$ cat src/hdl/fe_pkg.sv
package fe_pkg;

  // datapath and address width
  localparam int XLEN = 32;
  localparam int STRB_W = XLEN / 8;

  // unprivileged secure instruction access
  localparam logic [2:0] PROT_FETCH = 3'b100;

  typedef logic [XLEN-1:0] ilen_t; // pc or address word

  // read address channel
  typedef struct packed {
    ilen_t      addr;
    logic [2:0] prot;
  } axil_ar_t;

  // read data channel
  typedef struct packed {
    logic [XLEN-1:0] data;
    logic [1:0]      resp; // OKAY / SLVERR
  } axil_r_t;

  // write address channel
  typedef struct packed {
    ilen_t      addr;
    logic [2:0] prot;
  } axil_aw_t;

  // write data channel
  typedef struct packed {
    logic [XLEN-1:0]   data;
    logic [STRB_W-1:0] strb; // byte lanes
  } axil_w_t;

  // write response channel
  typedef struct packed {
    logic [1:0] resp;
  } axil_b_t;

  // trap or branch redirect
  typedef struct packed {
    logic  valid;
    ilen_t target;
  } redirect_t;

  // one fetched word seen whole or as two halfword parcels
  typedef union packed {
    logic [XLEN-1:0]   word;
    logic [1:0][15:0]  parcel; // parcel[pc[1]]
  } fetch_word_u;

  // predecode result for the instruction at inst_pc
  typedef struct packed {
    logic  is_compressed; // low bits != 2'b11
    logic  is_jump;       // jal or c.j
    ilen_t jump_offset;   // sign extended
  } predecode_t;

endpackage

$ cat src/hdl/pc_gen.sv
module pc_gen #(
  parameter fe_pkg::ilen_t RESET_PC = 32'h0000_0000
) (
  input  logic               clk,
  input  logic               rst,
  input  fe_pkg::redirect_t  trap_i,
  input  fe_pkg::redirect_t  branch_i,
  input  logic               fetch_done_i,
  input  fe_pkg::predecode_t pred_i,
  output logic               fetch_req_o,
  output fe_pkg::ilen_t      fetch_pc_o
);
  import fe_pkg::*;

  ilen_t pc_q;
  ilen_t pc_d;
  ilen_t seq_pc;  // fall through
  ilen_t jump_pc; // predicted target
  logic  boot_q;  // first request after reset
  logic  req_q;

  // step size from predecode of the word just delivered
  assign seq_pc  = pc_q + (pred_i.is_compressed ? ilen_t'(2) : ilen_t'(4));
  assign jump_pc = pc_q + pred_i.jump_offset;

  // trap > branch > predicted jump > sequential
  always_comb begin
    pc_d = pc_q; // hold while a fetch is in flight
    if (trap_i.valid) begin
      pc_d = trap_i.target;
    end else if (branch_i.valid) begin
      pc_d = branch_i.target;
    end else if (fetch_done_i) begin
      if (pred_i.is_jump) begin
        pc_d = jump_pc;
      end else begin
        pc_d = seq_pc;
      end
    end
  end

  always_ff @(posedge clk) begin
    if (rst) begin
      pc_q   <= RESET_PC;
      boot_q <= 1'b1;
      req_q  <= 1'b0;
    end else begin
      pc_q   <= pc_d;
      boot_q <= 1'b0;
      // one cycle strobe, new pc visible together with it
      req_q  <= boot_q | fetch_done_i | trap_i.valid | branch_i.valid;
    end
  end

  assign fetch_req_o = req_q;
  assign fetch_pc_o  = pc_q;

endmodule

$ cat src/hdl/fetch_unit.sv
module fetch_unit (
  input  logic               clk,
  input  logic               rst,
  input  logic               fetch_req_i,
  input  fe_pkg::ilen_t      fetch_pc_i,
  input  fe_pkg::redirect_t  trap_i,
  input  fe_pkg::redirect_t  branch_i,
  output fe_pkg::axil_ar_t   ar_o,
  output logic               arvalid_o,
  output logic               rready_o,
  input  logic               arready_i,
  input  fe_pkg::axil_r_t    r_i,
  input  logic               rvalid_i,
  output logic               inst_valid_o,
  output fe_pkg::ilen_t      inst_o,
  output fe_pkg::ilen_t      inst_pc_o,
  output fe_pkg::predecode_t pred_o,
  output logic               fetch_done_o,
  input  logic               inst_ready_i
);
  import fe_pkg::*;

  typedef enum logic [1:0] {
    S_IDLE,
    S_ADDR, // ar valid out
    S_WAIT, // waiting for r
    S_HOLD  // instruction presented
  } state_e;

  state_e      state_q;
  logic        redirect;
  logic        start;
  logic        stale_q; // outstanding read belongs to an old path
  logic        pend_q;  // request seen while busy
  ilen_t       pc_q;
  fetch_word_u word_q;
  logic [15:0] parcel;
  logic        is_c;
  logic        is_jal;
  logic        is_cj;
  ilen_t       jal_imm;
  ilen_t       cj_imm;

  assign redirect = trap_i.valid | branch_i.valid;
  // a redirect in the same cycle means pc_gen asks again next cycle
  assign start    = (state_q == S_IDLE) & (fetch_req_i | pend_q) & ~redirect;

  always_ff @(posedge clk) begin
    if (rst) begin
      state_q <= S_IDLE;
      stale_q <= 1'b0;
      pend_q  <= 1'b0;
    end else begin
      if (fetch_req_i && state_q != S_IDLE) begin
        pend_q <= 1'b1;
      end else if (start) begin
        pend_q <= 1'b0;
      end
      case (state_q)
        S_IDLE: begin
          if (start) begin
            state_q <= S_ADDR;
            stale_q <= 1'b0;
          end
        end
        S_ADDR: begin
          if (redirect) stale_q <= 1'b1; // ar must still complete
          if (arready_i) state_q <= S_WAIT;
        end
        S_WAIT: begin
          if (rvalid_i) begin
            state_q <= (stale_q | redirect) ? S_IDLE : S_HOLD; // drop stale data
          end else if (redirect) begin
            stale_q <= 1'b1;
          end
        end
        default: begin // S_HOLD
          if (redirect || inst_ready_i) state_q <= S_IDLE;
        end
      endcase
    end
  end

  always_ff @(posedge clk) begin
    if (start) pc_q <= fetch_pc_i;
    if (state_q == S_WAIT && rvalid_i) word_q.word <= r_i.data;
  end

  assign ar_o.addr = {pc_q[XLEN-1:2], 2'b00}; // word aligned read
  assign ar_o.prot = PROT_FETCH;
  assign arvalid_o = (state_q == S_ADDR);
  assign rready_o  = (state_q == S_WAIT);

  // halfword at pc, upper parcel when pc[1] set
  assign parcel = word_q.parcel[pc_q[1]];
  assign is_c   = (parcel[1:0] != 2'b11);
  assign is_jal = ~is_c & (word_q.word[6:0] == 7'b1101111);
  assign is_cj  = is_c & (parcel[1:0] == 2'b01) & (parcel[15:13] == 3'b101);

  // j-type immediate
  assign jal_imm = {{12{word_q.word[31]}}, word_q.word[19:12], word_q.word[20],
                    word_q.word[30:21], 1'b0};
  // cj format, bits scattered over 12:2
  assign cj_imm  = {{21{parcel[12]}}, parcel[8], parcel[10:9], parcel[6], parcel[7],
                    parcel[2], parcel[11], parcel[5:3], 1'b0};

  assign pred_o.is_compressed = is_c;
  assign pred_o.is_jump       = is_jal | is_cj;
  assign pred_o.jump_offset   = is_c ? cj_imm : jal_imm;

  assign inst_valid_o = (state_q == S_HOLD);
  assign inst_o       = is_c ? {16'h0000, parcel} : word_q.word;
  assign inst_pc_o    = pc_q;
  assign fetch_done_o = inst_valid_o & inst_ready_i;

endmodule

$ cat src/hdl/axil_arbiter.sv
module axil_arbiter (
  input  logic             clk,
  input  logic             rst,
  // fetch reader, read only
  input  fe_pkg::axil_ar_t f_ar_i,
  input  logic             f_arvalid_i,
  output logic             f_arready_o,
  output fe_pkg::axil_r_t  f_r_o,
  output logic             f_rvalid_o,
  input  logic             f_rready_i,
  // data master
  input  fe_pkg::axil_ar_t d_ar_i,
  input  logic             d_arvalid_i,
  output logic             d_arready_o,
  output fe_pkg::axil_r_t  d_r_o,
  output logic             d_rvalid_o,
  input  logic             d_rready_i,
  input  fe_pkg::axil_aw_t d_aw_i,
  input  logic             d_awvalid_i,
  output logic             d_awready_o,
  input  fe_pkg::axil_w_t  d_w_i,
  input  logic             d_wvalid_i,
  output logic             d_wready_o,
  output fe_pkg::axil_b_t  d_b_o,
  output logic             d_bvalid_o,
  input  logic             d_bready_i,
  // memory side
  output fe_pkg::axil_ar_t m_ar_o,
  output logic             m_arvalid_o,
  input  logic             m_arready_i,
  input  fe_pkg::axil_r_t  m_r_i,
  input  logic             m_rvalid_i,
  output logic             m_rready_o,
  output fe_pkg::axil_aw_t m_aw_o,
  output logic             m_awvalid_o,
  input  logic             m_awready_i,
  output fe_pkg::axil_w_t  m_w_o,
  output logic             m_wvalid_o,
  input  logic             m_wready_i,
  input  fe_pkg::axil_b_t  m_b_i,
  input  logic             m_bvalid_i,
  output logic             m_bready_o
);

  typedef enum logic [1:0] {A_IDLE, A_ADDR, A_RESP} arb_e;

  arb_e state_q;
  logic owner_q;     // 1 = data master
  logic write_q;     // granted transaction is a write
  logic last_data_q; // last grant went to data
  logic aw_done_q;
  logic w_done_q;
  logic grant_data;
  logic rd_addr, wr_addr, rd_resp, wr_resp;
  logic aw_fire, w_fire;

  // data wins when fetch idle or fetch had the last turn
  assign grant_data = (d_arvalid_i | d_awvalid_i) & (~f_arvalid_i | ~last_data_q);

  assign rd_addr = (state_q == A_ADDR) & ~write_q;
  assign wr_addr = (state_q == A_ADDR) & write_q;
  assign rd_resp = (state_q == A_RESP) & ~write_q;
  assign wr_resp = (state_q == A_RESP) & write_q;

  // read path, muxed by owner
  assign m_ar_o      = owner_q ? d_ar_i : f_ar_i;
  assign m_arvalid_o = rd_addr & (owner_q ? d_arvalid_i : f_arvalid_i);
  assign f_arready_o = rd_addr & ~owner_q & m_arready_i;
  assign d_arready_o = rd_addr & owner_q & m_arready_i;
  assign f_r_o       = m_r_i;
  assign d_r_o       = m_r_i;
  assign f_rvalid_o  = rd_resp & ~owner_q & m_rvalid_i; // only owner sees r
  assign d_rvalid_o  = rd_resp & owner_q & m_rvalid_i;
  assign m_rready_o  = rd_resp & (owner_q ? d_rready_i : f_rready_i);

  // write path, data master only
  assign m_aw_o      = d_aw_i;
  assign m_awvalid_o = wr_addr & ~aw_done_q & d_awvalid_i;
  assign d_awready_o = wr_addr & ~aw_done_q & m_awready_i;
  assign m_w_o       = d_w_i;
  assign m_wvalid_o  = wr_addr & ~w_done_q & d_wvalid_i;
  assign d_wready_o  = wr_addr & ~w_done_q & m_wready_i;
  assign d_b_o       = m_b_i;
  assign d_bvalid_o  = wr_resp & m_bvalid_i;
  assign m_bready_o  = wr_resp & d_bready_i;

  assign aw_fire = m_awvalid_o & m_awready_i;
  assign w_fire  = m_wvalid_o & m_wready_i;

  always_ff @(posedge clk) begin
    if (rst) begin
      state_q     <= A_IDLE;
      owner_q     <= 1'b0;
      write_q     <= 1'b0;
      last_data_q <= 1'b0;
      aw_done_q   <= 1'b0;
      w_done_q    <= 1'b0;
    end else begin
      case (state_q)
        A_IDLE: begin
          if (f_arvalid_i | d_arvalid_i | d_awvalid_i) begin
            state_q     <= A_ADDR; // one cycle arbitration
            owner_q     <= grant_data;
            write_q     <= grant_data & d_awvalid_i; // data prefers its write
            last_data_q <= grant_data;
            aw_done_q   <= 1'b0;
            w_done_q    <= 1'b0;
          end
        end
        A_ADDR: begin
          if (write_q) begin
            aw_done_q <= aw_done_q | aw_fire; // aw and w may land apart
            w_done_q  <= w_done_q | w_fire;
            if ((aw_done_q | aw_fire) && (w_done_q | w_fire)) state_q <= A_RESP;
          end else if (m_arvalid_o && m_arready_i) begin
            state_q <= A_RESP;
          end
        end
        default: begin // A_RESP, release on r or b handshake
          if ((rd_resp && m_rvalid_i && m_rready_o) || (wr_resp && m_bvalid_i && m_bready_o)) begin
            state_q <= A_IDLE;
          end
        end
      endcase
    end
  end

endmodule

$ cat src/hdl/frontend_top.sv
module frontend_top #(
  parameter fe_pkg::ilen_t RESET_PC = 32'h0000_0000
) (
  input  logic              clk,
  input  logic              rst,
  input  fe_pkg::redirect_t trap_i,
  input  fe_pkg::redirect_t branch_i,
  output logic              inst_valid_o,
  output fe_pkg::ilen_t     inst_o,
  output fe_pkg::ilen_t     inst_pc_o,
  input  logic              inst_ready_i,
  // data side slave port
  input  fe_pkg::axil_ar_t  dm_ar_i,
  input  logic              dm_arvalid_i,
  output logic              dm_arready_o,
  output fe_pkg::axil_r_t   dm_r_o,
  output logic              dm_rvalid_o,
  input  logic              dm_rready_i,
  input  fe_pkg::axil_aw_t  dm_aw_i,
  input  logic              dm_awvalid_i,
  output logic              dm_awready_o,
  input  fe_pkg::axil_w_t   dm_w_i,
  input  logic              dm_wvalid_i,
  output logic              dm_wready_o,
  output fe_pkg::axil_b_t   dm_b_o,
  output logic              dm_bvalid_o,
  input  logic              dm_bready_i,
  // memory master port
  output fe_pkg::axil_ar_t  m_ar_o,
  output logic              m_arvalid_o,
  input  logic              m_arready_i,
  input  fe_pkg::axil_r_t   m_r_i,
  input  logic              m_rvalid_i,
  output logic              m_rready_o,
  output fe_pkg::axil_aw_t  m_aw_o,
  output logic              m_awvalid_o,
  input  logic              m_awready_i,
  output fe_pkg::axil_w_t   m_w_o,
  output logic              m_wvalid_o,
  input  logic              m_wready_i,
  input  fe_pkg::axil_b_t   m_b_i,
  input  logic              m_bvalid_i,
  output logic              m_bready_o
);
  import fe_pkg::*;

  logic       fetch_req;
  ilen_t      fetch_pc;
  logic       fetch_done;
  predecode_t pred;
  // fetch reader to arbiter
  axil_ar_t   f_ar;
  logic       f_arvalid, f_arready;
  axil_r_t    f_r;
  logic       f_rvalid, f_rready;

  pc_gen #(
    .RESET_PC(RESET_PC)
  ) u_pc_gen (
    .clk         (clk),
    .rst         (rst),
    .trap_i      (trap_i),
    .branch_i    (branch_i),
    .fetch_done_i(fetch_done),
    .pred_i      (pred),
    .fetch_req_o (fetch_req),
    .fetch_pc_o  (fetch_pc)
  );

  fetch_unit u_fetch (
    .clk         (clk),
    .rst         (rst),
    .fetch_req_i (fetch_req),
    .fetch_pc_i  (fetch_pc),
    .trap_i      (trap_i),
    .branch_i    (branch_i),
    .ar_o        (f_ar),
    .arvalid_o   (f_arvalid),
    .rready_o    (f_rready),
    .arready_i   (f_arready),
    .r_i         (f_r),
    .rvalid_i    (f_rvalid),
    .inst_valid_o(inst_valid_o),
    .inst_o      (inst_o),
    .inst_pc_o   (inst_pc_o),
    .pred_o      (pred),
    .fetch_done_o(fetch_done),
    .inst_ready_i(inst_ready_i)
  );

  axil_arbiter u_arb (
    .clk        (clk),
    .rst        (rst),
    .f_ar_i     (f_ar),
    .f_arvalid_i(f_arvalid),
    .f_arready_o(f_arready),
    .f_r_o      (f_r),
    .f_rvalid_o (f_rvalid),
    .f_rready_i (f_rready),
    .d_ar_i     (dm_ar_i),
    .d_arvalid_i(dm_arvalid_i),
    .d_arready_o(dm_arready_o),
    .d_r_o      (dm_r_o),
    .d_rvalid_o (dm_rvalid_o),
    .d_rready_i (dm_rready_i),
    .d_aw_i     (dm_aw_i),
    .d_awvalid_i(dm_awvalid_i),
    .d_awready_o(dm_awready_o),
    .d_w_i      (dm_w_i),
    .d_wvalid_i (dm_wvalid_i),
    .d_wready_o (dm_wready_o),
    .d_b_o      (dm_b_o),
    .d_bvalid_o (dm_bvalid_o),
    .d_bready_i (dm_bready_i),
    .m_ar_o     (m_ar_o),
    .m_arvalid_o(m_arvalid_o),
    .m_arready_i(m_arready_i),
    .m_r_i      (m_r_i),
    .m_rvalid_i (m_rvalid_i),
    .m_rready_o (m_rready_o),
    .m_aw_o     (m_aw_o),
    .m_awvalid_o(m_awvalid_o),
    .m_awready_i(m_awready_i),
    .m_w_o      (m_w_o),
    .m_wvalid_o (m_wvalid_o),
    .m_wready_i (m_wready_i),
    .m_b_i      (m_b_i),
    .m_bvalid_i (m_bvalid_i),
    .m_bready_o (m_bready_o)
  );

endmodule

$ cat config.mk
export PLATFORM = sky130hd
export DESIGN_NAME = frontend_top
export DESIGN_NICKNAME = d
export VERILOG_FILES = /design/src/hdl/fe_pkg.sv /design/src/hdl/pc_gen.sv /design/src/hdl/fetch_unit.sv /design/src/hdl/axil_arbiter.sv /design/src/hdl/frontend_top.sv
export SDC_FILE = /design/constraint.sdc
export NUM_CORES = 1
export LEC_CHECK = 0
export BUFFER_PORTS_ARGS = -buffer_cell sky130_fd_sc_hd__buf_2
export CAP_MARGIN = 5
export CORE_AREA = 2 2 169 171
export CTS_BUF_LIST = sky130_fd_sc_hd__clkbuf_8 sky130_fd_sc_hd__clkbuf_16
export CTS_CLUSTER_DIAMETER = 40
export CTS_CLUSTER_SIZE = 40
export DETAILED_ROUTE_END_ITERATION = 12
export DIE_AREA = 0 0 171 173
export GPL_TIMING_DRIVEN = 0
export HOLD_SLACK_MARGIN = 0.15
export PLACE_DENSITY = 0.6
export SYNTH_ARGS = -nofsm -noshare
export SYNTH_HDL_FRONTEND = slang
export SYNTH_SLANG_ARGS = --single-unit
$ cat constraint.sdc
create_clock -name clk -period 4.8 [get_ports clk]
set_input_delay 0.48 -clock clk [delete_from_list [all_inputs] [get_ports clk]]
set_output_delay 0.48 -clock clk [all_outputs]
set_load 0.02 [all_outputs]
==> results.yml <==
outcome:
  run_status: "finished, final reports clean"
detailed_routing:
  routed-via-count: 7538
  final_antenna_net_count: 0
  wl_per_cell_um: 17.7
  totalWireLength_mm: 28.2
  via_per_inst: 4.74
  drc: 0
  first_pass_iters: 5
  detail_route.iter0.violations: 491
clock_tree:
  clock_sink_count: 108
  cts_buffers: 9
  cts_buffer_depth: 2
  insertion_delay_ns: 0.37
  post_cts_hold_buffer_count: 0
  tritoncts: "yes"
  clock-root-buffer: "clkbuf_16"
  clkSlewWorstSetupHoldPaths_ns: 0.08
  htree_num_levels: 3
global_routing:
  groute.usage.overall: 0.181
  wire_length_of_the_first_global_routing_pass_mm: 41.1
  via_count_of_the_first_global_routing_pass: 7128
  grt_start_max_net_pins: 34
  met1_grt_util: 0.221
  globalRoute.totalOverflow: 0
  grt_antenna_before_repair: 8
  gr-max-usage-layer: "met2"
  grtUsageMet2: 0.322
  met3_usage: 0.0318
placed_design:
  weighted_congestion_at_the_end_of_routability_driven_global_placement: 0.880
  buffer_ports.inserted: 362
  dp_slack_ns: 0.224
  dp_hpwl_mm: 22.6
  postPlaceCellArea_um2: 10000
floorplanning:
  rows: 61
  die_y_um: 173
  floorplan.die.width_um: 171
  dieArea_um2: 29600
  core_area_um2: 27600
  num_io_pins: 438
  initial_core_util: 0.279
sta:
  timing_worst_slew_pin_value_ns: 0.977
  clock.fmax_ghz: 0.224
  finalCritPeriodShare: 0.931
  relSlewSlack: 0.348
  fin_worst_hold_slack_ns: 0.274
  final_setup_violation_count: 0
  final_critical_path_setup_slack_ns: 0.332
  final_count_of_pins_violating_max_slew: 0
  min_period_ns: 4.47
  worst_clock_skew_ns: 0.0163
  rsz_0062_raised_after_global_routing: "false"
  final-hold-violation-count: 0
worst_setup_path:
  first_element_of_the_critical_path: "u_fetch.inst_pc_o[1]"
  worstReg2RegStart: "u_fetch.inst_pc_o[1]"
  critical_path.slowest_cell: "o311ai_0"
  setup.worst_path.start_class: "register"
  critical_path_class: "reg2reg"
  crit_chain: "buf_6 -> o21a_1 -> buf_6 -> nor4_4 -> o22a_1 -> clkbuf_1 -> o21a_1 -> ha_1 -> o311ai_0 -> o22ai_1 -> o41ai_2 -> a21boi_1 -> or4_1 -> a31oi_1"
  critical_path_peak_fanout: 10
  path_delay_family: "compound AO/OA/AOI/OAI gates"
  timing.critical_path.to_type: "register"
  path_buf_inv: 3
  cp.arrival_ns: 4.76
  worst_ep_required_time_ns: 5.09
  cpPeakStageDelay_ns: 0.61
synth:
  synthesis.nets: 1083
  asyncSetResetFlopFracSynth: 0
  yosysWarningCount: 0
  synth.distinct_cells: 71
  post_synth_inst_count: 827
  post_synth_edffs: 64
  syn_area_per_cell_um2: 9.32
  synth.yosys.seq_area_share: 0.364
  synth-main-ff-cell: "edfxtp_1"
  synth.cell_area_um2: 7710
  yosys_register_bits: 108
hold_path:
  min-delay-path-class: "in2reg"
  hold_start: "rst"
final_layout:
  layout.filler_cells: 2858
  multi_input_comb_area_um2: 3900
  ff_latch_area_um2: 2800
  commonest_non_fill_non_tap_cell_in_the_layout: "buf_2"
  final_util: 0.374
  stdcell_area_um2: 10300
  fraction_of_layout_cells_with_a_size_suffix_above_1: 0.452
  layout.nets: 1459
  mostFrequentLayoutCells: "buf_2, buf_4, nor2_1"
  area_added_between_synthesis_and_finish_pct: 34.2
power_and_ir_drop:
  leakage_nw: 4.82
  pwr_density_cell_nw_per_um2: 253
  max-vdd-ir-drop_v: 0.000136
flow_run:
  timing.max_cap.violations: 0
logic make-up (layout without fill, tap and decap cells):
group | after synthesis | after routing | share of synthesized area
buf+inv | 162 | 543 | 0.133
other cells | 0 | 4 | 0
mux | 64 | 64 | 0.0904
flops | 108 | 108 | 0.364
fa+ha+maj | 35 | 35 | 0.0578
xor+xnor | 25 | 25 | 0.0284
simple gates | 224 | 224 | 0.143
compound gates | 209 | 209 | 0.183
worst paths after layout:
check / end / slack [ns] / cells past startpoint
setup / recovery: u_pc_gen.fetch_pc_o[31] / 0.33 / 14
hold / removal: u_pc_gen.boot_q / 0.27 / 1
setup reg to reg: u_pc_gen.fetch_pc_o[31] / 0.33 / 14
hold reg to reg: u_pc_gen.fetch_req_o / 0.45 / 2
flip-flops by register name (all words and copies together) (netlist names):
signal                count
u_pc_gen.fetch_pc_o      32
u_fetch.stale_q           1
u_arb.owner_q             1
u_arb.state_q             2
u_pc_gen.fetch_req_o      1
u_fetch.pend_q            1
u_pc_gen.boot_q           1
u_arb.w_done_q            1
u_fetch.inst_pc_o        32
u_fetch.word_q           32
u_fetch.state_q           2
u_arb.write_q             1
u_arb.aw_done_q           1
metal layers:
layer	part of all wire	vias to the layer above
met3	0.064	36
met2	0.50	329
li1	-	3682
met1	0.42	3483
met5	0.0016	-
met4	0.020	8
power breakdown:
part           internal (mW)  switching (mW)
Sequential              1.04          0.0469
Combinational          0.327           0.449
Clock                  0.363           0.389
Total                   1.73           0.886
worst reg2reg max path, delay by kind of cell, from the launching register on:
kind | cells | cell delay (ns)
AOI/OAI and AO/OA | 8 | 2.18
and+or+nand+nor | 2 | 0.87
buffers and inverters | 3 | 0.61
DFF | 1 | 0.43
adders and majority gates | 1 | 0.29
cell usage after synthesis, types with 5 or more instances:
master | number | share of area
nand2_1 | 57 | 0.028
a211oi_1 | 20 | 0.019
a2111oi_0 | 5 | 0.0057
inv_1 | 15 | 0.0073
and3_1 | 6 | 0.0049
o211ai_1 | 14 | 0.014
clkbuf_1 | 31 | 0.015
a31oi_1 | 5 | 0.0041
a21oi_1 | 58 | 0.038
nor2_1 | 70 | 0.034
nor2b_1 | 6 | 0.0049
buf_1 | 5 | 0.0024
dfxtp_1 | 44 | 0.11
nand3_1 | 15 | 0.0097
xnor2_1 | 21 | 0.024
edfxtp_1 | 64 | 0.25
nor3_1 | 12 | 0.0078
and2_1 | 24 | 0.019
o22ai_1 | 6 | 0.0049
ha_1 | 34 | 0.055
o21ai_0 | 28 | 0.018
a21o_1 | 19 | 0.019
mux2_2 | 45 | 0.066
nand4_1 | 8 | 0.0065
mux2i_1 | 19 | 0.025
o21a_1 | 13 | 0.013
buf_4 | 107 | 0.10
area by class of cell:
type,count,share of cell area
clock buffer,9,0.0218
buffer,147,0.0939
multi-input combinational,557,0.377
inverter,15,0.00544
clock inverter,7,0.00581
sequential,108,0.271
timing repair buffer,365,0.178
antenna,4,0.000968
tap,378,0.0457
metrics by stage:
step,TNS [ns],total power [mW],instances
after global placement,-21.00,1.88,1567
after detailed placement,0,1.89,1570
after CTS,0,2.65,1586
after global routing,0,2.75,1588
final,0,2.62,1590
after floorplan,0,1.61,827
what timing repair did:
item,CTS,global route
setup endpoints to repair,0,3
setup buffers,0,0
resized for setup,0,3
Note: power is estimated with default switching activity, not from simulation.
